`src/video_pkg.sv`:
```
`default_nettype none

package video_pkg;

	// Owner of the frame memory port in the current cycle
	typedef enum logic [1:0] {
		GRANT_IDLE,
		GRANT_WRITER,
		GRANT_READER
	} grant_e;

	// Horizontal and vertical counter states
	typedef enum logic [1:0] {
		PHASE_ACTIVE,
		PHASE_FRONT,
		PHASE_SYNC,
		PHASE_BACK
	} timing_phase_e;

	// Length of a phase in pixels or lines
	function automatic int phase_length(timing_phase_e phase, int active, int front,
		int sync, int back);
		case (phase)
			PHASE_ACTIVE: return active;
			PHASE_FRONT: return front;
			PHASE_SYNC: return sync;
			default: return back;
		endcase
	endfunction

	// Phase order: active, front porch, sync, back porch
	function automatic timing_phase_e next_phase(timing_phase_e phase);
		case (phase)
			PHASE_ACTIVE: return PHASE_FRONT;
			PHASE_FRONT: return PHASE_SYNC;
			PHASE_SYNC: return PHASE_BACK;
			default: return PHASE_ACTIVE;
		endcase
	endfunction

endpackage

`default_nettype wire
```
`src/upscaler.sv`:
```
`timescale 1ns/1ps
`default_nettype none

module upscaler #(
	parameter int COMPONENT_DEPTH = 4,
	parameter int SRC_WIDTH = 8,
	parameter int SRC_HEIGHT = 4,
	parameter int H_FRONT = 2,
	parameter int H_SYNC = 3,
	parameter int H_BACK = 3,
	parameter int V_FRONT = 1,
	parameter int V_SYNC = 2,
	parameter int V_BACK = 1
) (
	input wire i_clk,
	input wire i_reset,
	input wire i_pix_en,
	input wire [COMPONENT_DEPTH-1:0] i_red,
	input wire [COMPONENT_DEPTH-1:0] i_green,
	input wire [COMPONENT_DEPTH-1:0] i_blue,
	input wire i_hsync,
	input wire i_vsync,
	output logic [COMPONENT_DEPTH-1:0] o_red,
	output logic [COMPONENT_DEPTH-1:0] o_green,
	output logic [COMPONENT_DEPTH-1:0] o_blue,
	output logic o_hsync,
	output logic o_vsync,
	output logic o_hblank,
	output logic o_vblank
);

	// 2x output area
	localparam int ACTIVE_WIDTH = 2 * SRC_WIDTH;
	localparam int ACTIVE_HEIGHT = 2 * SRC_HEIGHT;
	localparam int ADDR_W = $clog2(SRC_WIDTH * SRC_HEIGHT);
	localparam int WORD_W = 3 * COMPONENT_DEPTH;

	logic gen_hsync;
	logic gen_vsync;
	logic blk_hsync;
	logic blk_vsync;
	logic blk_hblank;
	logic blk_vblank;
	logic rd_req;
	logic [ADDR_W-1:0] rd_addr;
	logic [WORD_W-1:0] rd_data;
	logic wr_req;
	logic [ADDR_W-1:0] wr_addr;
	logic [WORD_W-1:0] wr_data;
	video_pkg::grant_e grant;

	////////////////////////////////////////
	// Output timing
	////////////////////////////////////////

	vga_sync_pulses #(
		.ACTIVE_WIDTH(ACTIVE_WIDTH),
		.ACTIVE_HEIGHT(ACTIVE_HEIGHT),
		.H_FRONT(H_FRONT),
		.H_SYNC(H_SYNC),
		.H_BACK(H_BACK),
		.V_FRONT(V_FRONT),
		.V_SYNC(V_SYNC),
		.V_BACK(V_BACK)
	) sync_gen_i (
		.i_clk(i_clk),
		.i_reset(i_reset),
		.o_hsync(gen_hsync),
		.o_vsync(gen_vsync)
	);

	sync_to_blanking #(
		.ACTIVE_WIDTH(ACTIVE_WIDTH),
		.ACTIVE_HEIGHT(ACTIVE_HEIGHT),
		.H_FRONT(H_FRONT),
		.H_SYNC(H_SYNC),
		.H_BACK(H_BACK),
		.V_FRONT(V_FRONT),
		.V_SYNC(V_SYNC),
		.V_BACK(V_BACK)
	) blanking_i (
		.i_clk(i_clk),
		.i_reset(i_reset),
		.i_hsync(gen_hsync),
		.i_vsync(gen_vsync),
		.o_hsync(blk_hsync),
		.o_vsync(blk_vsync),
		.o_hblank(blk_hblank),
		.o_vblank(blk_vblank)
	);

	////////////////////////////////////////
	// Frame memory peers
	////////////////////////////////////////

	frame_writer #(
		.COMPONENT_DEPTH(COMPONENT_DEPTH),
		.SRC_WIDTH(SRC_WIDTH),
		.SRC_HEIGHT(SRC_HEIGHT)
	) writer_i (
		.i_clk(i_clk),
		.i_reset(i_reset),
		.i_pix_en(i_pix_en),
		.i_red(i_red),
		.i_green(i_green),
		.i_blue(i_blue),
		.i_hsync(i_hsync),
		.i_vsync(i_vsync),
		.i_grant(grant),
		.o_wr_req(wr_req),
		.o_wr_addr(wr_addr),
		.o_wr_data(wr_data)
	);

	frame_reader #(
		.COMPONENT_DEPTH(COMPONENT_DEPTH),
		.SRC_WIDTH(SRC_WIDTH),
		.SRC_HEIGHT(SRC_HEIGHT)
	) reader_i (
		.i_clk(i_clk),
		.i_reset(i_reset),
		.i_hsync(blk_hsync),
		.i_vsync(blk_vsync),
		.i_hblank(blk_hblank),
		.i_vblank(blk_vblank),
		.i_grant(grant),
		.i_rd_data(rd_data),
		.o_rd_req(rd_req),
		.o_rd_addr(rd_addr),
		.o_red(o_red),
		.o_green(o_green),
		.o_blue(o_blue),
		.o_hsync(o_hsync),
		.o_vsync(o_vsync),
		.o_hblank(o_hblank),
		.o_vblank(o_vblank)
	);

	// Reader wins every contended cycle
	frame_ram_arbiter #(
		.COMPONENT_DEPTH(COMPONENT_DEPTH),
		.SRC_WIDTH(SRC_WIDTH),
		.SRC_HEIGHT(SRC_HEIGHT)
	) arbiter_i (
		.i_clk(i_clk),
		.i_reset(i_reset),
		.i_rd_req(rd_req),
		.i_rd_addr(rd_addr),
		.i_wr_req(wr_req),
		.i_wr_addr(wr_addr),
		.i_wr_data(wr_data),
		.o_grant(grant),
		.o_rd_data(rd_data)
	);

endmodule

`default_nettype wire

```
`src/frame_ram_arbiter.sv`:
```
`timescale 1ns/1ps
`default_nettype none

module frame_ram_arbiter #(
	parameter int COMPONENT_DEPTH = 4,
	parameter int SRC_WIDTH = 8,
	parameter int SRC_HEIGHT = 4
) (
	input wire i_clk,
	input wire i_reset,
	input wire i_rd_req,
	input wire [$clog2(SRC_WIDTH*SRC_HEIGHT)-1:0] i_rd_addr,
	input wire i_wr_req,
	input wire [$clog2(SRC_WIDTH*SRC_HEIGHT)-1:0] i_wr_addr,
	input wire [3*COMPONENT_DEPTH-1:0] i_wr_data,
	output video_pkg::grant_e o_grant,
	output logic [3*COMPONENT_DEPTH-1:0] o_rd_data
);

	localparam int DEPTH = SRC_WIDTH * SRC_HEIGHT;
	localparam int ADDR_W = $clog2(DEPTH);
	localparam int WORD_W = 3 * COMPONENT_DEPTH;

	logic [WORD_W-1:0] mem [DEPTH];
	logic [ADDR_W-1:0] port_addr;
	logic [WORD_W-1:0] port_q;

	////////////////////////////////////////
	// Fixed priority with the reader first
	////////////////////////////////////////

	always_comb begin
		if (i_rd_req) begin
			o_grant = video_pkg::GRANT_READER;
		end else if (i_wr_req) begin
			o_grant = video_pkg::GRANT_WRITER;
		end else begin
			o_grant = video_pkg::GRANT_IDLE;
		end
	end

	// Single port address mux
	assign port_addr = (o_grant == video_pkg::GRANT_READER) ? i_rd_addr : i_wr_addr;
	assign port_q = mem[port_addr];

	always_ff @(posedge i_clk) begin
		if (o_grant == video_pkg::GRANT_WRITER) begin
			mem[port_addr] <= i_wr_data;
		end
	end

	// Port word registered each cycle and valid the cycle after a reader grant
	always_ff @(posedge i_clk) begin
		if (i_reset) begin
			o_rd_data <= '0;
		end else begin
			o_rd_data <= port_q;
		end
	end

endmodule

`default_nettype wire

```
`src/frame_reader.sv`:
```
`timescale 1ns/1ps
`default_nettype none

module frame_reader #(
	parameter int COMPONENT_DEPTH = 4,
	parameter int SRC_WIDTH = 8,
	parameter int SRC_HEIGHT = 4
) (
	input wire i_clk,
	input wire i_reset,
	input wire i_hsync,
	input wire i_vsync,
	input wire i_hblank,
	input wire i_vblank,
	input wire video_pkg::grant_e i_grant,
	input wire [3*COMPONENT_DEPTH-1:0] i_rd_data,
	output logic o_rd_req,
	output logic [$clog2(SRC_WIDTH*SRC_HEIGHT)-1:0] o_rd_addr,
	output logic [COMPONENT_DEPTH-1:0] o_red,
	output logic [COMPONENT_DEPTH-1:0] o_green,
	output logic [COMPONENT_DEPTH-1:0] o_blue,
	output logic o_hsync,
	output logic o_vsync,
	output logic o_hblank,
	output logic o_vblank
);

	localparam int ADDR_W = $clog2(SRC_WIDTH * SRC_HEIGHT);
	localparam int WORD_W = 3 * COMPONENT_DEPTH;
	// Output area is twice the source; row reaches the full count
	localparam int COL_W = $clog2(2 * SRC_WIDTH) + 1;
	localparam int ROW_W = $clog2(2 * SRC_HEIGHT) + 1;

	logic active;
	logic active_q;
	logic [COL_W-1:0] col;
	logic [ROW_W-1:0] row;
	logic rd_fresh;
	logic [WORD_W-1:0] pix_word;
	logic [WORD_W-1:0] cur_word;
	logic [1:0] hsync_pipe;
	logic [1:0] vsync_pipe;
	logic [1:0] hblank_pipe;
	logic [1:0] vblank_pipe;

	assign active = !i_hblank && !i_vblank;

	////////////////////////////////////////
	// Stage 0, scan position and request
	////////////////////////////////////////

	// One read per pair of output pixels
	assign o_rd_req = active && !col[0];
	assign o_rd_addr = ADDR_W'((row >> 1) * SRC_WIDTH + (col >> 1));

	always_ff @(posedge i_clk) begin
		if (i_reset) begin
			col <= '0;
			row <= '0;
			active_q <= 1'b0;
			rd_fresh <= 1'b0;
		end else begin
			active_q <= active;
			rd_fresh <= (i_grant == video_pkg::GRANT_READER);
			col <= active ? col + 1'b1 : '0;
			// Line count bumps as each active line ends
			if (i_vblank) begin
				row <= '0;
			end else if (active_q && !active) begin
				row <= row + 1'b1;
			end
		end
	end

	////////////////////////////////////////
	// Stage 1, word hold and color out
	////////////////////////////////////////

	// Fresh word on even pixels, held copy on odd ones
	assign cur_word = rd_fresh ? i_rd_data : pix_word;

	always_ff @(posedge i_clk) begin
		if (rd_fresh) begin
			pix_word <= i_rd_data;
		end
	end

	always_ff @(posedge i_clk) begin
		if (i_reset) begin
			o_red <= '0;
			o_green <= '0;
			o_blue <= '0;
		end else begin
			o_red <= active_q ? cur_word[WORD_W-1 -: COMPONENT_DEPTH] : '0;
			o_green <= active_q ? cur_word[2*COMPONENT_DEPTH-1 -: COMPONENT_DEPTH] : '0;
			o_blue <= active_q ? cur_word[COMPONENT_DEPTH-1:0] : '0;
		end
	end

	// Timing delayed two cycles to match colors
	always_ff @(posedge i_clk) begin
		if (i_reset) begin
			hsync_pipe <= 2'b00;
			vsync_pipe <= 2'b00;
			hblank_pipe <= 2'b11;
			vblank_pipe <= 2'b11;
		end else begin
			hsync_pipe <= {hsync_pipe[0], i_hsync};
			vsync_pipe <= {vsync_pipe[0], i_vsync};
			hblank_pipe <= {hblank_pipe[0], i_hblank};
			vblank_pipe <= {vblank_pipe[0], i_vblank};
		end
	end

	assign o_hsync = hsync_pipe[1];
	assign o_vsync = vsync_pipe[1];
	assign o_hblank = hblank_pipe[1];
	assign o_vblank = vblank_pipe[1];

endmodule

`default_nettype wire

```
`src/frame_writer.sv`:
```
`timescale 1ns/1ps
`default_nettype none

module frame_writer #(
	parameter int COMPONENT_DEPTH = 4,
	parameter int SRC_WIDTH = 8,
	parameter int SRC_HEIGHT = 4
) (
	input wire i_clk,
	input wire i_reset,
	input wire i_pix_en,
	input wire [COMPONENT_DEPTH-1:0] i_red,
	input wire [COMPONENT_DEPTH-1:0] i_green,
	input wire [COMPONENT_DEPTH-1:0] i_blue,
	input wire i_hsync,
	input wire i_vsync,
	input wire video_pkg::grant_e i_grant,
	output logic o_wr_req,
	output logic [$clog2(SRC_WIDTH*SRC_HEIGHT)-1:0] o_wr_addr,
	output logic [3*COMPONENT_DEPTH-1:0] o_wr_data
);

	localparam int ADDR_W = $clog2(SRC_WIDTH * SRC_HEIGHT);
	// Column runs one past the last pixel before hsync
	localparam int COL_W = $clog2(SRC_WIDTH + 1);
	localparam int ROW_W = $clog2(SRC_HEIGHT + 1);

	logic [COL_W-1:0] col;
	logic [ROW_W-1:0] row;

	////////////////////////////////////////
	// Source position tracking
	////////////////////////////////////////

	always_ff @(posedge i_clk) begin
		if (i_reset) begin
			col <= '0;
			row <= '0;
		end else if (i_vsync) begin
			// New frame
			col <= '0;
			row <= '0;
		end else if (i_hsync) begin
			col <= '0;
			row <= row + 1'b1;
		end else if (i_pix_en) begin
			col <= col + 1'b1;
		end
	end

	// Pending request, cleared once the arbiter grants it
	always_ff @(posedge i_clk) begin
		if (i_reset) begin
			o_wr_req <= 1'b0;
		end else if (i_pix_en) begin
			o_wr_req <= 1'b1;
		end else if (i_grant == video_pkg::GRANT_WRITER) begin
			o_wr_req <= 1'b0;
		end
	end

	// Pending word and its address
	always_ff @(posedge i_clk) begin
		if (i_pix_en) begin
			o_wr_data <= {i_red, i_green, i_blue};
			o_wr_addr <= ADDR_W'(row * SRC_WIDTH + col);
		end
	end

endmodule

`default_nettype wire

```
`src/sync_to_blanking.sv`:
```
`timescale 1ns/1ps
`default_nettype none

module sync_to_blanking #(
	parameter int ACTIVE_WIDTH = 16,
	parameter int ACTIVE_HEIGHT = 8,
	parameter int H_FRONT = 2,
	parameter int H_SYNC = 3,
	parameter int H_BACK = 3,
	parameter int V_FRONT = 1,
	parameter int V_SYNC = 2,
	parameter int V_BACK = 1
) (
	input wire i_clk,
	input wire i_reset,
	input wire i_hsync,
	input wire i_vsync,
	output logic o_hsync,
	output logic o_vsync,
	output logic o_hblank,
	output logic o_vblank
);

	localparam int H_CNT_W = $clog2(ACTIVE_WIDTH + H_FRONT + H_SYNC + H_BACK);
	localparam int V_CNT_W = $clog2(ACTIVE_HEIGHT + V_FRONT + V_SYNC + V_BACK);

	video_pkg::timing_phase_e h_phase;
	video_pkg::timing_phase_e v_phase;
	logic [H_CNT_W-1:0] h_cnt;
	logic [V_CNT_W-1:0] v_cnt;
	logic [H_CNT_W-1:0] h_last;
	logic [V_CNT_W-1:0] v_last;
	logic hsync_d;
	logic vsync_d;
	logic hsync_rise;
	logic vsync_rise;
	logic line_end;

	// Sync edges restart the counters
	assign hsync_rise = i_hsync && !hsync_d;
	assign vsync_rise = i_vsync && !vsync_d;

	assign h_last = H_CNT_W'(video_pkg::phase_length(h_phase, ACTIVE_WIDTH,
		H_FRONT, H_SYNC, H_BACK) - 1);
	assign v_last = V_CNT_W'(video_pkg::phase_length(v_phase, ACTIVE_HEIGHT,
		V_FRONT, V_SYNC, V_BACK) - 1);

	// Own line boundary, end of back porch
	assign line_end = (h_phase == video_pkg::PHASE_BACK) && (h_cnt == h_last)
		&& !hsync_rise;

	// Blank outside active phase
	assign o_hblank = (h_phase != video_pkg::PHASE_ACTIVE);
	assign o_vblank = (v_phase != video_pkg::PHASE_ACTIVE);

	////////////////////////////////////////
	// Edge-started phase counters
	////////////////////////////////////////

	always_ff @(posedge i_clk) begin
		if (i_reset) begin
			// Front porch holds until the first edge
			h_phase <= video_pkg::PHASE_FRONT;
			h_cnt <= '0;
			v_phase <= video_pkg::PHASE_FRONT;
			v_cnt <= '0;
			hsync_d <= 1'b0;
			vsync_d <= 1'b0;
			o_hsync <= 1'b0;
			o_vsync <= 1'b0;
		end else begin
			hsync_d <= i_hsync;
			vsync_d <= i_vsync;
			// Syncs re-timed to line up with phase registers
			o_hsync <= i_hsync;
			o_vsync <= i_vsync;

			if (hsync_rise) begin
				h_phase <= video_pkg::PHASE_SYNC;
				h_cnt <= '0;
			end else if (h_cnt != h_last) begin
				h_cnt <= h_cnt + 1'b1;
			end else if (h_phase != video_pkg::PHASE_FRONT) begin
				h_cnt <= '0;
				h_phase <= video_pkg::next_phase(h_phase);
			end

			// Vertical edge wins over a coincident line end
			if (vsync_rise) begin
				v_phase <= video_pkg::PHASE_SYNC;
				v_cnt <= '0;
			end else if (line_end) begin
				if (v_cnt != v_last) begin
					v_cnt <= v_cnt + 1'b1;
				end else if (v_phase != video_pkg::PHASE_FRONT) begin
					v_cnt <= '0;
					v_phase <= video_pkg::next_phase(v_phase);
				end
			end
		end
	end

endmodule

`default_nettype wire

```
`src/vga_sync_pulses.sv`:
```
`timescale 1ns/1ps
`default_nettype none

module vga_sync_pulses #(
	parameter int ACTIVE_WIDTH = 16,
	parameter int ACTIVE_HEIGHT = 8,
	parameter int H_FRONT = 2,
	parameter int H_SYNC = 3,
	parameter int H_BACK = 3,
	parameter int V_FRONT = 1,
	parameter int V_SYNC = 2,
	parameter int V_BACK = 1
) (
	input wire i_clk,
	input wire i_reset,
	output logic o_hsync,
	output logic o_vsync
);

	// Counters wide enough for a whole line or frame
	localparam int H_CNT_W = $clog2(ACTIVE_WIDTH + H_FRONT + H_SYNC + H_BACK);
	localparam int V_CNT_W = $clog2(ACTIVE_HEIGHT + V_FRONT + V_SYNC + V_BACK);

	video_pkg::timing_phase_e h_phase;
	video_pkg::timing_phase_e v_phase;
	logic [H_CNT_W-1:0] h_cnt;
	logic [V_CNT_W-1:0] v_cnt;
	logic [H_CNT_W-1:0] h_last;
	logic [V_CNT_W-1:0] v_last;
	logic line_end;

	// Last count of the current phase
	assign h_last = H_CNT_W'(video_pkg::phase_length(h_phase, ACTIVE_WIDTH,
		H_FRONT, H_SYNC, H_BACK) - 1);
	assign v_last = V_CNT_W'(video_pkg::phase_length(v_phase, ACTIVE_HEIGHT,
		V_FRONT, V_SYNC, V_BACK) - 1);

	// Line boundary sits at the end of the back porch
	assign line_end = (h_phase == video_pkg::PHASE_BACK) && (h_cnt == h_last);

	////////////////////////////////////////
	// Pixel and line counters
	////////////////////////////////////////

	always_ff @(posedge i_clk) begin
		if (i_reset) begin
			// Start of back porch, both syncs low
			h_phase <= video_pkg::PHASE_BACK;
			h_cnt <= '0;
			v_phase <= video_pkg::PHASE_BACK;
			v_cnt <= '0;
			o_hsync <= 1'b0;
			o_vsync <= 1'b0;
		end else begin
			if (h_cnt == h_last) begin
				h_cnt <= '0;
				h_phase <= video_pkg::next_phase(h_phase);
			end else begin
				h_cnt <= h_cnt + 1'b1;
			end
			// Vertical steps once per line
			if (line_end) begin
				if (v_cnt == v_last) begin
					v_cnt <= '0;
					v_phase <= video_pkg::next_phase(v_phase);
				end else begin
					v_cnt <= v_cnt + 1'b1;
				end
			end
			// Registered sync pulses
			o_hsync <= (h_phase == video_pkg::PHASE_SYNC);
			o_vsync <= (v_phase == video_pkg::PHASE_SYNC);
		end
	end

endmodule

`default_nettype wire

```
`config.mk`:
```
export PLATFORM = sky130hd
export DESIGN_NAME = upscaler
export DESIGN_NICKNAME = d
export VERILOG_FILES = /design/src/video_pkg.sv /design/src/upscaler.sv /design/src/frame_ram_arbiter.sv /design/src/frame_reader.sv /design/src/frame_writer.sv /design/src/sync_to_blanking.sv /design/src/vga_sync_pulses.sv
export SDC_FILE = /design/constraint.sdc
export NUM_CORES = 1
export LEC_CHECK = 0
export BUFFER_PORTS_ARGS = -buffer_cell sky130_fd_sc_hd__buf_4
export CAP_MARGIN = 40
export CORE_ASPECT_RATIO = 1.2
export CORE_UTILIZATION = 36
export DETAILED_ROUTE_END_ITERATION = 12
export PLACE_DENSITY = 0.62
export RECOVER_POWER = 50
export SYNTH_ARGS = -nofsm -noshare
export SYNTH_HDL_FRONTEND = slang
export SYNTH_SLANG_ARGS = --single-unit
```
`constraint.sdc`:
```
create_clock -name i_clk -period 6.6 [get_ports i_clk]
set_input_delay 0.99 -clock i_clk [delete_from_list [all_inputs] [get_ports i_clk]]
set_output_delay 0.99 -clock i_clk [all_outputs]
set_load 0.1 [all_outputs]
```
== Yosys cells after proc, flatten, opt, wreduce, memory -nomap -nowiden ==
Memories as Yosys holds them, arrays and structs flattened. A register that Yosys moved wholly into a read port is not among the register bits.
Index checks and enable logic that the tools add are counted.

* Bits in read-only memories: 0
* Bits in latches: 0
* Output and inout bits: 16
* Bits in registers: 98
* Input bits: 17
* Memory bits (writable): 384
* Word-level logic and storage cells: 134
* Memories: 1

* Multiply operators: 0
* Add/subtract/negate cells: 14
* Eq/ne operators: 21
* Reduce and logical (&&, ||, !) cells: 39
* Order comparisons: 0
* Div/mod/pow operators: 0
* Shifts and indexed selects: 0
* Bitwise gates (word level): 2
* Muxes and demuxes: 28

{| class="wikitable"
|+ Memories
! name !! depth !! width !! rd ports !! clocked after memory_dff !! write ports !! RTL line !! source
|-
| arbiter_i.mem || 32 || 12 || 1 || 1 || 1 || frame_ram_arbiter.sv:24 || <nowiki>logic [WORD_W-1:0] mem [DEPTH];</nowiki>
|}

{| class="wikitable"
|+ Operators by type and width
! kind !! count
|-
| $pmux W2 S3 || 4
|-
| $pmux W5 S2 || 2
|-
| $add A4 B1 Y4 const B || 4
|-
| $mux W2 || 8
|-
| $pmux W4 S2 || 2
|-
| $reduce_bool A2 Y1 || 8
|-
| $add A5 B1 Y5 const B || 3
|-
| $mux W5 || 3
|-
| $eq A2 B2 Y1 const B || 7
|-
| $reduce_or A2 Y1 || 7
|-
| $mux W12 || 1
|-
| $mux W4 || 3
|-
| $add A5 B4 Y5 || 2
|-
| $eq A2 B1 Y1 const B || 5
|-
| $eq A5 B5 Y1 || 2
|-
| $sub A5 B1 Y5 const B || 2
|-
| $logic_and A1 B1 Y1 || 8
|-
| $logic_not A2 Y1 || 4
|-
| $ne A2 B1 Y1 const B || 4
|-
| $sub A4 B1 Y4 const B || 2
|-
| $logic_not A1 Y1 || 7
|-
| $reduce_and A2 Y1 || 3
|-
| $mux W1 || 5
|-
| $ne A5 B5 Y1 || 1
|-
| 6 further kinds || 7
|}

== Depth between registers and ports, before layout ==
Gate-level depths: netlist of the first run.

* Word-level depth: 8
* Mapped depth: 13
* Mapped depth without buffers: 8

== Cells and area by module ==
From an unflattened synthesis of the first run, not the netlist that was laid out.

* Cells, all modules: 1296
* Area, all modules: 19540.0 sq um

{| class="wikitable"
|+ By module, submodules not included
! module !! cells each !! instances !! area each (sq um)
|-
| frame_ram_arbiter || 938 || 1 || 15438.6
|-
| frame_reader || 113 || 1 || 1540.2
|-
| sync_to_blanking || 114 || 1 || 955.9
|-
| frame_writer || 46 || 1 || 803.3
|-
| vga_sync_pulses || 85 || 1 || 802.0
|}

== Worst setup path after synthesis of the first run ==
Ideal clock, no wire load.

* Path kind: register to register
* Start: register blanking_i.h_phase[0]
* End: memory arbiter_i.mem[25][0] (netlist name), enable pin
* Setup slack: 3.660 ns
* Period minus slack after synthesis: 2.940 ns
* Library setup time: 0.380 ns
* Stages on the path, launching flop included: 11
* Required time: 6.220 ns
* Arrival: 2.560 ns
* Path buffers: 4
* Cell sequence: dfxtp_1 > inv_1 > ha_1 > buf_6 > and3b_1 > buf_6 > mux2_4 > or3_1 > buf_6 > buf_6 > nor2_1

* Cells in the longest elaborated chain, start to end: 8
* Elaborated cells on any way between the ends: 10
* Those cells by class: 2 x eq/ne; 4 x mux; 4 x reduce/logical

{| class="wikitable"
|+ RTL lines
! what !! RTL line !! source
|-
| start: declaration || sync_to_blanking.sv:27 || <nowiki>video_pkg::timing_phase_e h_phase;</nowiki>
|-
| start signal: assignment || sync_to_blanking.sv:63 || <nowiki>h_phase <= video_pkg::PHASE_FRONT;</nowiki>
|-
| start signal: assignment || sync_to_blanking.sv:79 || <nowiki>h_phase <= video_pkg::PHASE_SYNC;</nowiki>
|-
| start signal: assignment || sync_to_blanking.sv:85 || <nowiki>h_phase <= video_pkg::next_phase(h_phase);</nowiki>
|-
| $reduce_bool A2 Y1 (*) || sync_to_blanking.sv:53 || <nowiki>assign o_hblank = (h_phase != video_pkg::PHASE_ACTIVE);</nowiki>
|-
| $logic_not A1 Y1 (*) || frame_reader.sv:46 || <nowiki>assign active = !i_hblank && !i_vblank;</nowiki>
|-
| $logic_and A1 B1 Y1 (*) || frame_reader.sv:46 ||
|-
| $logic_and A1 B1 Y1 (*) || frame_reader.sv:53 || <nowiki>assign o_rd_req = active && !col[0];</nowiki>
|-
| $mux W2 (*) || frame_ram_arbiter.sv:33 || <nowiki>if (i_rd_req) begin</nowiki>
|-
| $eq A2 B1 Y1 || frame_ram_arbiter.sv:47 || <nowiki>if (o_grant == video_pkg::GRANT_WRITER) begin</nowiki>
|-
| $mux W1 || frame_ram_arbiter.sv:47 ||
|-
| $mux W1 (not written as such) || frame_ram_arbiter.sv:48 || <nowiki>mem[port_addr] <= i_wr_data;</nowiki>
|-
| end: declaration || frame_ram_arbiter.sv:24 ||
|}

Every way passes the cells marked *; elsewhere a longest branch is shown, timed or not.

== Final worst setup path of the first run ==
* Start: register blanking_i.h_phase[0]
* End: register arbiter_i.o_rd_data[5], read port of arbiter_i.mem

* Cells in the longest elaborated chain, start to end: 7

{| class="wikitable"
|+ RTL lines
! what !! RTL line !! source
|-
| $reduce_bool A2 Y1 || sync_to_blanking.sv:53 ||
|-
| $logic_not A1 Y1 || frame_reader.sv:46 ||
|-
| $logic_and A1 B1 Y1 || frame_reader.sv:46 ||
|-
| $logic_and A1 B1 Y1 || frame_reader.sv:53 ||
|-
| $mux W2 || frame_ram_arbiter.sv:33 ||
|-
| $eq A2 B2 Y1 || frame_ram_arbiter.sv:43 || <nowiki>assign port_addr = (o_grant == video_pkg::GRANT_READER) ? i_rd_addr : i_wr_addr;</nowiki>
|-
| $mux W5 || frame_ram_arbiter.sv:43 ||
|-
| end: declaration || frame_ram_arbiter.sv:17 || <nowiki>output logic [3*COMPONENT_DEPTH-1:0] o_rd_data</nowiki>
|}

No other way between the ends.
A chain may end at the register's enable or synchronous reset.

==> metrics.yaml, run 1 <==
worstHoldPathType: "reg2reg"
outcome: "finished, violations left"
insertion_delay_ns: 0.60
cts_num_sinks: 492
yosys_warnings: 0
cts_buffers: 47
synthDistinctLibCells: 56
syn_area_um2: 21000
syn_inst: 1442
whs_path_depth: 1
antenna_left: 0
slowest_delay_ns: 0.84
finalInstanceArea_um2: 23800
r2r_cells: 8
drive_gt1_share_pct: 17.5
irDropWorstVdd_mv: 0.175
worstSetupStartpointType: "register"
hold_buffers: 0
finalWirelength_mm: 51.1
grt_pass1_vias: 12600
topRoutingLayerUsed: "met4"
layout_commonest_cell: "edfxtp_1"
diodes: 0
yosysTopAreaCell: "edfxtp_1"
fin_hold_ws_ns: 0.407
r2r_slack_ns: 2.13
io_pins: 33
die_w_um: 223
p_sw_share_pct: 23.5
vias: 12500
core_um2: 57400
synth_ff_type: "edfxtp_1"
num_rows: 96
die_area_um2: 59300
grt_max_degree: 86
crit_family: "simple AND/OR/NAND/NOR gates"
path_buf_inv: 1
ys_async_sr_fraction_pct: 0
rsz0062_at_grt: "false"
syn_avg_cell_area_um2: 14.6
report.final.slew_viol_count: 463
endpoint_kind: "register"
grt_first_pass_wirelength_mm: 77.9
min_from: "reader_i.vblank_pipe[0]"
powerDensity_nw_per_um2: 289
grtUsageTotal_pct: 17.4
critPathSlowestCell: "nor4_1"
worstPathMaxFanout: 39
hold_viol: 0
critPathKind: "reg2reg"
seqPwrFrac_pct: 51.0
synth_nets: 1484
start_util_pct: 36.6
cts_resized: 0
clkSlewWorstSetupHoldPaths_ns: 0.06
areaGrowthSynthToFinish_pct: 13.2
fin_util_pct: 41.4
p_sw_uw: 1620
p_leak_uw: 0.00783
r2r-end: "arbiter_i.o_rd_data[5]"
antenna_found_initial: 0
max_freq_mhz: 224
place_congestion: 0.839
grt-ovfl-total: 0
pwr-share-clk_pct: 40.2
fin_nets: 1531
setup_violations: 0
wl_met1_mm: 20.2
fin_crit_sh_pct: 67.7
wire_per_inst_um: 22.6
nFillCells: 5142
synth_edf_count: 401
clock_skew_ns: 0.0221
finalPower_uw: 6880
hpwl_mm: 32.6
drt_first_pass_iters: 5
worstPathArrival_ns: 4.83
drt-initial-drc-count: 1282
combPwrFrac_pct: 8.7
worst_pin_slew_ns: 2.05
root_buffer: "clkbuf_16"
slew-limit-headroom_pct: -36.5
clock_path_buffers: 3
min_period_ns: 4.47
synth-seq-cells: 492
cts_tree: "done"
synth.area.top_cells: "edfxtp_1 (57%), mux4_2 (10%), dfxtp_1 (8.7%)"
holdPathEnd: "reader_i.vblank_pipe[1]"
met3WireLength_mm: 3.06
synth_top_area_share_pct: 57.3
crit_required_ns: 6.97
crit_chain: "inv_1 -> ha_1 -> and3b_2 -> mux2i_1 -> or3_1 -> a21oi_1 -> nor4_1 -> a41oi_1"
drv_cap: 14
port_buffers: 32
wl_met2_mm: 25.4
viasPerCell: 5.53
die_height_um: 267
final_cell_mix: "edfxtp_1 (401), nand2_1 (206), mux4_2 (94), dfxtp_1 (89), a21oi_1 (88)"
placed_area_um2: 22200
r2r-start: "blanking_i.h_phase[0]"
drc: 0
p_int_uw: 5260
htreeDepth: 2
cts_setup_buffers: 0
setup_tns_ns: 0
synth-seq-area-share_pct: 66.0
failed_checks: "capacitance limit, slew limit"
==> synth_stat cells (all sizes together), types with 3 or more instances <==
master and count:
inv 13, clkbuf 55, mux2 16, nand2b 10, buf 38, or2 5, nand2 206, ha 25
nor2b 45, nor3 11, o21ai 16, xnor2 10, nand4 4, nand3 27, nor2 71, dfxtp 91
mux4 94, a211o 4, a21oi 88, a221oi 15, a32oi 11, a41oi 12, o211ai 13, mux2i 49
nand4b 4, a211oi 46, or3 8, xor2 14, nor4 11, and3 3, edfxtp 401
==> layout make-up <==
cell class	count	area, um^2	share of cell area, %
clock inverters	27	287	1.21
flip-flops and latches	492	13900	58.3
repair buffers	91	659	2.77
multi-input cells	844	6690	28.2
clock buffers	61	1300	5.47
inverters	13	48.8	0.205
well taps	735	920	3.87
==> metrics by stage <==
step                setup slack [ns]  std cells
floorplan                       3.66       1442
global placement                2.32       2152
detailed placement              2.21       2172
CTS                             2.19       2260
global route                    1.78       2263
finish                          2.13       2263
==> metal layers <==
layer  up-vias  global-route usage (%)
li1       5626                       -
met3       132                    3.25
met5         -                       0
met4         0                    7.85
met1      6375                    21.6
met2       391                    29.6
==> state kept, by name, summed over array words and instances, names as in the netlist, 3 cells and up <==
| register | cells |
|---|---|
| arbiter_i.mem | 384 |
| arbiter_i.o_rd_data | 12 |
| blanking_i.h_cnt | 5 |
| blanking_i.v_cnt | 4 |
| reader_i.col | 5 |
| reader_i.o_blue | 4 |
| reader_i.o_green | 4 |
| reader_i.o_red | 4 |
| reader_i.pix_word | 12 |
| reader_i.row | 3 |
| sync_gen_i.h_cnt | 5 |
| sync_gen_i.v_cnt | 4 |
| writer_i.col | 4 |
| writer_i.o_wr_addr | 5 |
| writer_i.o_wr_data | 12 |
==> cell families after synthesis <==
group                      share of synthesized area [%]
buffers and inverters                               2.26
muxes                                               13.3
xor gates and xnor gates                            1.00
and+or+nand+nor                                     9.05
AOI/OAI and AO/OA                                   6.90
adders and majority gates                           1.49
DFF                                                 66.0
==> power by group through the flow <==
stage | clock, uW | sequential (uW) | combinational [uW]
2_1_floorplan | 0 | 3590 | 398
3_3_place_gp | 0 | 3570 | 586
3_5_place_dp | 0 | 3570 | 610
4_1_cts | 2820 | 3500 | 612
5_1_grt | 2930 | 3520 | 665
6_report | 2770 | 3510 | 601
==> worst register-to-register path, cell delays in order, from the launching register on <==
cell     delay [ns]
dfxtp_1        0.34
inv_1          0.13
ha_1           0.39
and3b_2        0.79
mux2i_1        0.72
or3_1          0.61
a21oi_1        0.21
nor4_1         0.84
a41oi_1        0.20
==> how the worst max path moves through the flow <==
stage | start | slack, ns | cells past startpoint | to
finish | blanking_i.h_phase[0] | 2.13 | 8 | arbiter_i.o_rd_data[5]
CTS | blanking_i.h_phase[0] | 2.19 | 8 | arbiter_i.o_rd_data[5]
global route | blanking_i.h_phase[0] | 1.78 | 8 | arbiter_i.o_rd_data[5]
floorplan | blanking_i.h_phase[0] | 3.66 | 10 | arbiter_i.mem[25][0]
global placement | blanking_i.h_phase[0] | 2.32 | 8 | arbiter_i.o_rd_data[7]
detailed placement | blanking_i.h_phase[0] | 2.21 | 6 | arbiter_i.mem[7][3]
Note: power is estimated with default switching activity, not from simulation.
==> run 2, diff against run 1 <==
--- a/config.mk
+++ b/config.mk
@@ -5,6 +5,7 @@
 export SDC_FILE = /design/constraint.sdc
 export NUM_CORES = 1
 export LEC_CHECK = 0
+export ABC_AREA = 1
 export BUFFER_PORTS_ARGS = -buffer_cell sky130_fd_sc_hd__buf_4
 export CAP_MARGIN = 40
 export CORE_ASPECT_RATIO = 1.2
==> constraint.sdc (replaced) <==
create_clock -name i_clk -period 4.2 [get_ports i_clk]
set_input_delay 0.63 -clock i_clk [delete_from_list [all_inputs] [get_ports i_clk]]
set_output_delay 0.63 -clock i_clk [all_outputs]
set_load 0.1 [all_outputs]
==> run 2 against run 1 <==
- the flow still finishes with violations (capacitance limit, slew limit)
- clock skew fell by 0.0034 ns
- non-clock buffer count rose by 6
- core utilization rose by 0.099 points
- register-to-register slack got worse by 1.3 ns
- critical path type unchanged
- count of clock-buffer cells in the layout rose by 2
- final cell count rose by 26%
- clock power rose by 57%
- highest routed layer is now met5
- combinational power rose by 85%
- area after synthesis fell by 3.0%
==> metrics.yaml, run 2 <==
outcome: "finished, violations left"
failed_checks: "capacitance limit, slew limit"
cts_buffers: 49
yosys_warnings: 0
wire_per_inst_um: 17.1
grt_pass1_vias: 13600
grt_first_pass_wirelength_mm: 75.7
root_buffer: "clkbuf_16"
worstPathArrival_ns: 3.66
clock_skew_ns: 0.0188
powerDensity_nw_per_um2: 473
diodes: 0
synth_nets: 2064
worstPathMaxFanout: 18
grt_max_degree: 73
areaGrowthSynthToFinish_pct: 14.1
synth_edf_count: 401
cts_num_sinks: 492
worstHoldPathType: "in2reg"
drv_cap: 13
num_rows: 95
drive_gt1_share_pct: 8.95
insertion_delay_ns: 0.59
cts_resized: 0
clkSlewWorstSetupHoldPaths_ns: 0.06
final_cell_mix: "nand2_1 (1020), edfxtp_1 (401), nor2_1 (102), nand3_1 (100), dfxtp_1 (91)"
vias: 13800
htreeDepth: 2
setup_tns_ns: 0
synth_top_area_share_pct: 59.1
endpoint_kind: "register"
port_buffers: 32
slew-limit-headroom_pct: -35.5
worst_pin_slew_ns: 2.03
synth-seq-cells: 492
antenna_found_initial: 1
fin_util_pct: 41.5
yosysMostFrequentCell: "nand2_1"
syn_inst: 2022
crit_required_ns: 4.50
start_util_pct: 36.4
drc: 0
combPwrFrac_pct: 10.1
yosysTopAreaCell: "edfxtp_1"
finalWirelength_mm: 48.7
pwr-share-clk_pct: 39.6
synth-seq-area-share_pct: 68.1
ys_async_sr_fraction_pct: 0
drt_first_pass_iters: 5
synthDistinctLibCells: 37
report.final.slew_viol_count: 433
hpwl_mm: 29.2
rsz0062_at_grt: "false"
finalInstanceArea_um2: 23200
antenna_left: 0
worstSetupStartpointType: "register"
p_sw_uw: 2720
fin_hold_ws_ns: 0.230
regArea_um2: 13900
critPathKind: "reg2reg"
syn_area_um2: 20400
p_int_uw: 8280
top_register: "arbiter_i.mem"
setup_violations: 0
irDropWorstVdd_mv: 0.407
die_w_um: 219
placed_area_um2: 21700
cts_tree: "done"
grt-ovfl-total: 0
die_area_um2: 57500
max_freq_mhz: 297
hold_viol: 0
min_period_ns: 3.36
p_leak_uw: 0.00946
p_sw_share_pct: 24.7
yosys-top-cells-count: "nand2_1 (1021), edfxtp_1 (401), nor2_1 (102), nand3_1 (100), dfxtp_1 (91)"
multi_input_area_um2: 5890
seqPwrFrac_pct: 50.3
drt-initial-drc-count: 1193
worst_slack_ns: 0.838
io_pins: 33
synth_ff_type: "edfxtp_1"
syn_avg_cell_area_um2: 10.1
clock_path_buffers: 3
layout_commonest_cell: "nand2_1"
place_congestion: 0.813
hold_buffers: 0
cts_setup_buffers: 0
core_um2: 56000
viasPerCell: 4.84
nFillCells: 5299
fin_nets: 2126
grtUsageTotal_pct: 17.1
fin_crit_sh_pct: 80.0
place_ws_ns: 0.874
synth.area.top_cells: "edfxtp_1 (59%), nand2_1 (19%), dfxtp_1 (8.9%)"
die_height_um: 263
largest_register_ffs: 384
==> run 2: area by class of cell <==
class / instances / area share, %
Inverter: 64 / 1.03
Tap cell: 727 / 3.91
Clock inverter: 27 / 0.845
Clock buffer: 63 / 6.10
Timing Repair Buffer: 97 / 3.12
Sequential cell: 492 / 59.7
Multi-Input combinational cell: 1380 / 25.3
==> run 2: cells by family (layout without fill, tap and decap cells) <==
kind of cell	count (synthesis)	count (layout)	share of synthesized area, %
flip-flops	492	492	68.1
adder cells (fa/ha/maj)	25	25	1.54
AO/OA/AOI/OAI	80	80	2.13
XOR/XNOR	19	19	0.817
buffers and inverters	150	251	3.18
AND/OR/NAND/NOR	1256	1256	24.3
==> run 2: path summary, 6_finish.rpt <==
check | from | end | slack [ns] | depth (start not counted)
max | blanking_i.h_phase[1] | arbiter_i.mem[19][3] | 0.84 | 7
min | i_red[2] | writer_i.o_wr_data[10] | 0.23 | 1
max reg2reg | blanking_i.h_phase[1] | arbiter_i.mem[19][3] | 0.84 | 7
min reg2reg | reader_i.vsync_pipe[0] | reader_i.vsync_pipe[1] | 0.41 | 2
==> run 2: per-layer routing <==
layer | global-route usage, % | share of wire [%]
met1 | 21.6 | 42
met4 | 5.91 | 3.1
met5 | 0 | 0.025
met3 | 2.87 | 5.3
met2 | 29.4 | 50
==> run 2: metrics by stage <==
step / cells / power [uW]
2_1_floorplan: 2022 / 6380
3_3_place_gp: 2760 / 6690
3_5_place_dp: 2760 / 6750
4_1_cts: 2850 / 11100
5_1_grt: 2850 / 11400
6_report: 2850 / 11000
==> run 2: critical path: stages (launching register included) <==
cell	delay (ns)
dfxtp_1	0.36
inv_1	0.12
ha_1	0.36
nand3_2	0.34
o21ai_4	0.69
nand3_1	0.57
nor2_1	0.37
buf_4	0.24
==> run 2: power groups by stage <==
stage	clock (uW)	sequential, uW	combinational, uW
2_1_floorplan	0	5660	720
3_3_place_gp	0	5620	1070
3_5_place_dp	0	5630	1120
4_1_cts	4460	5520	1120
5_1_grt	4650	5550	1250
6_report	4360	5530	1110
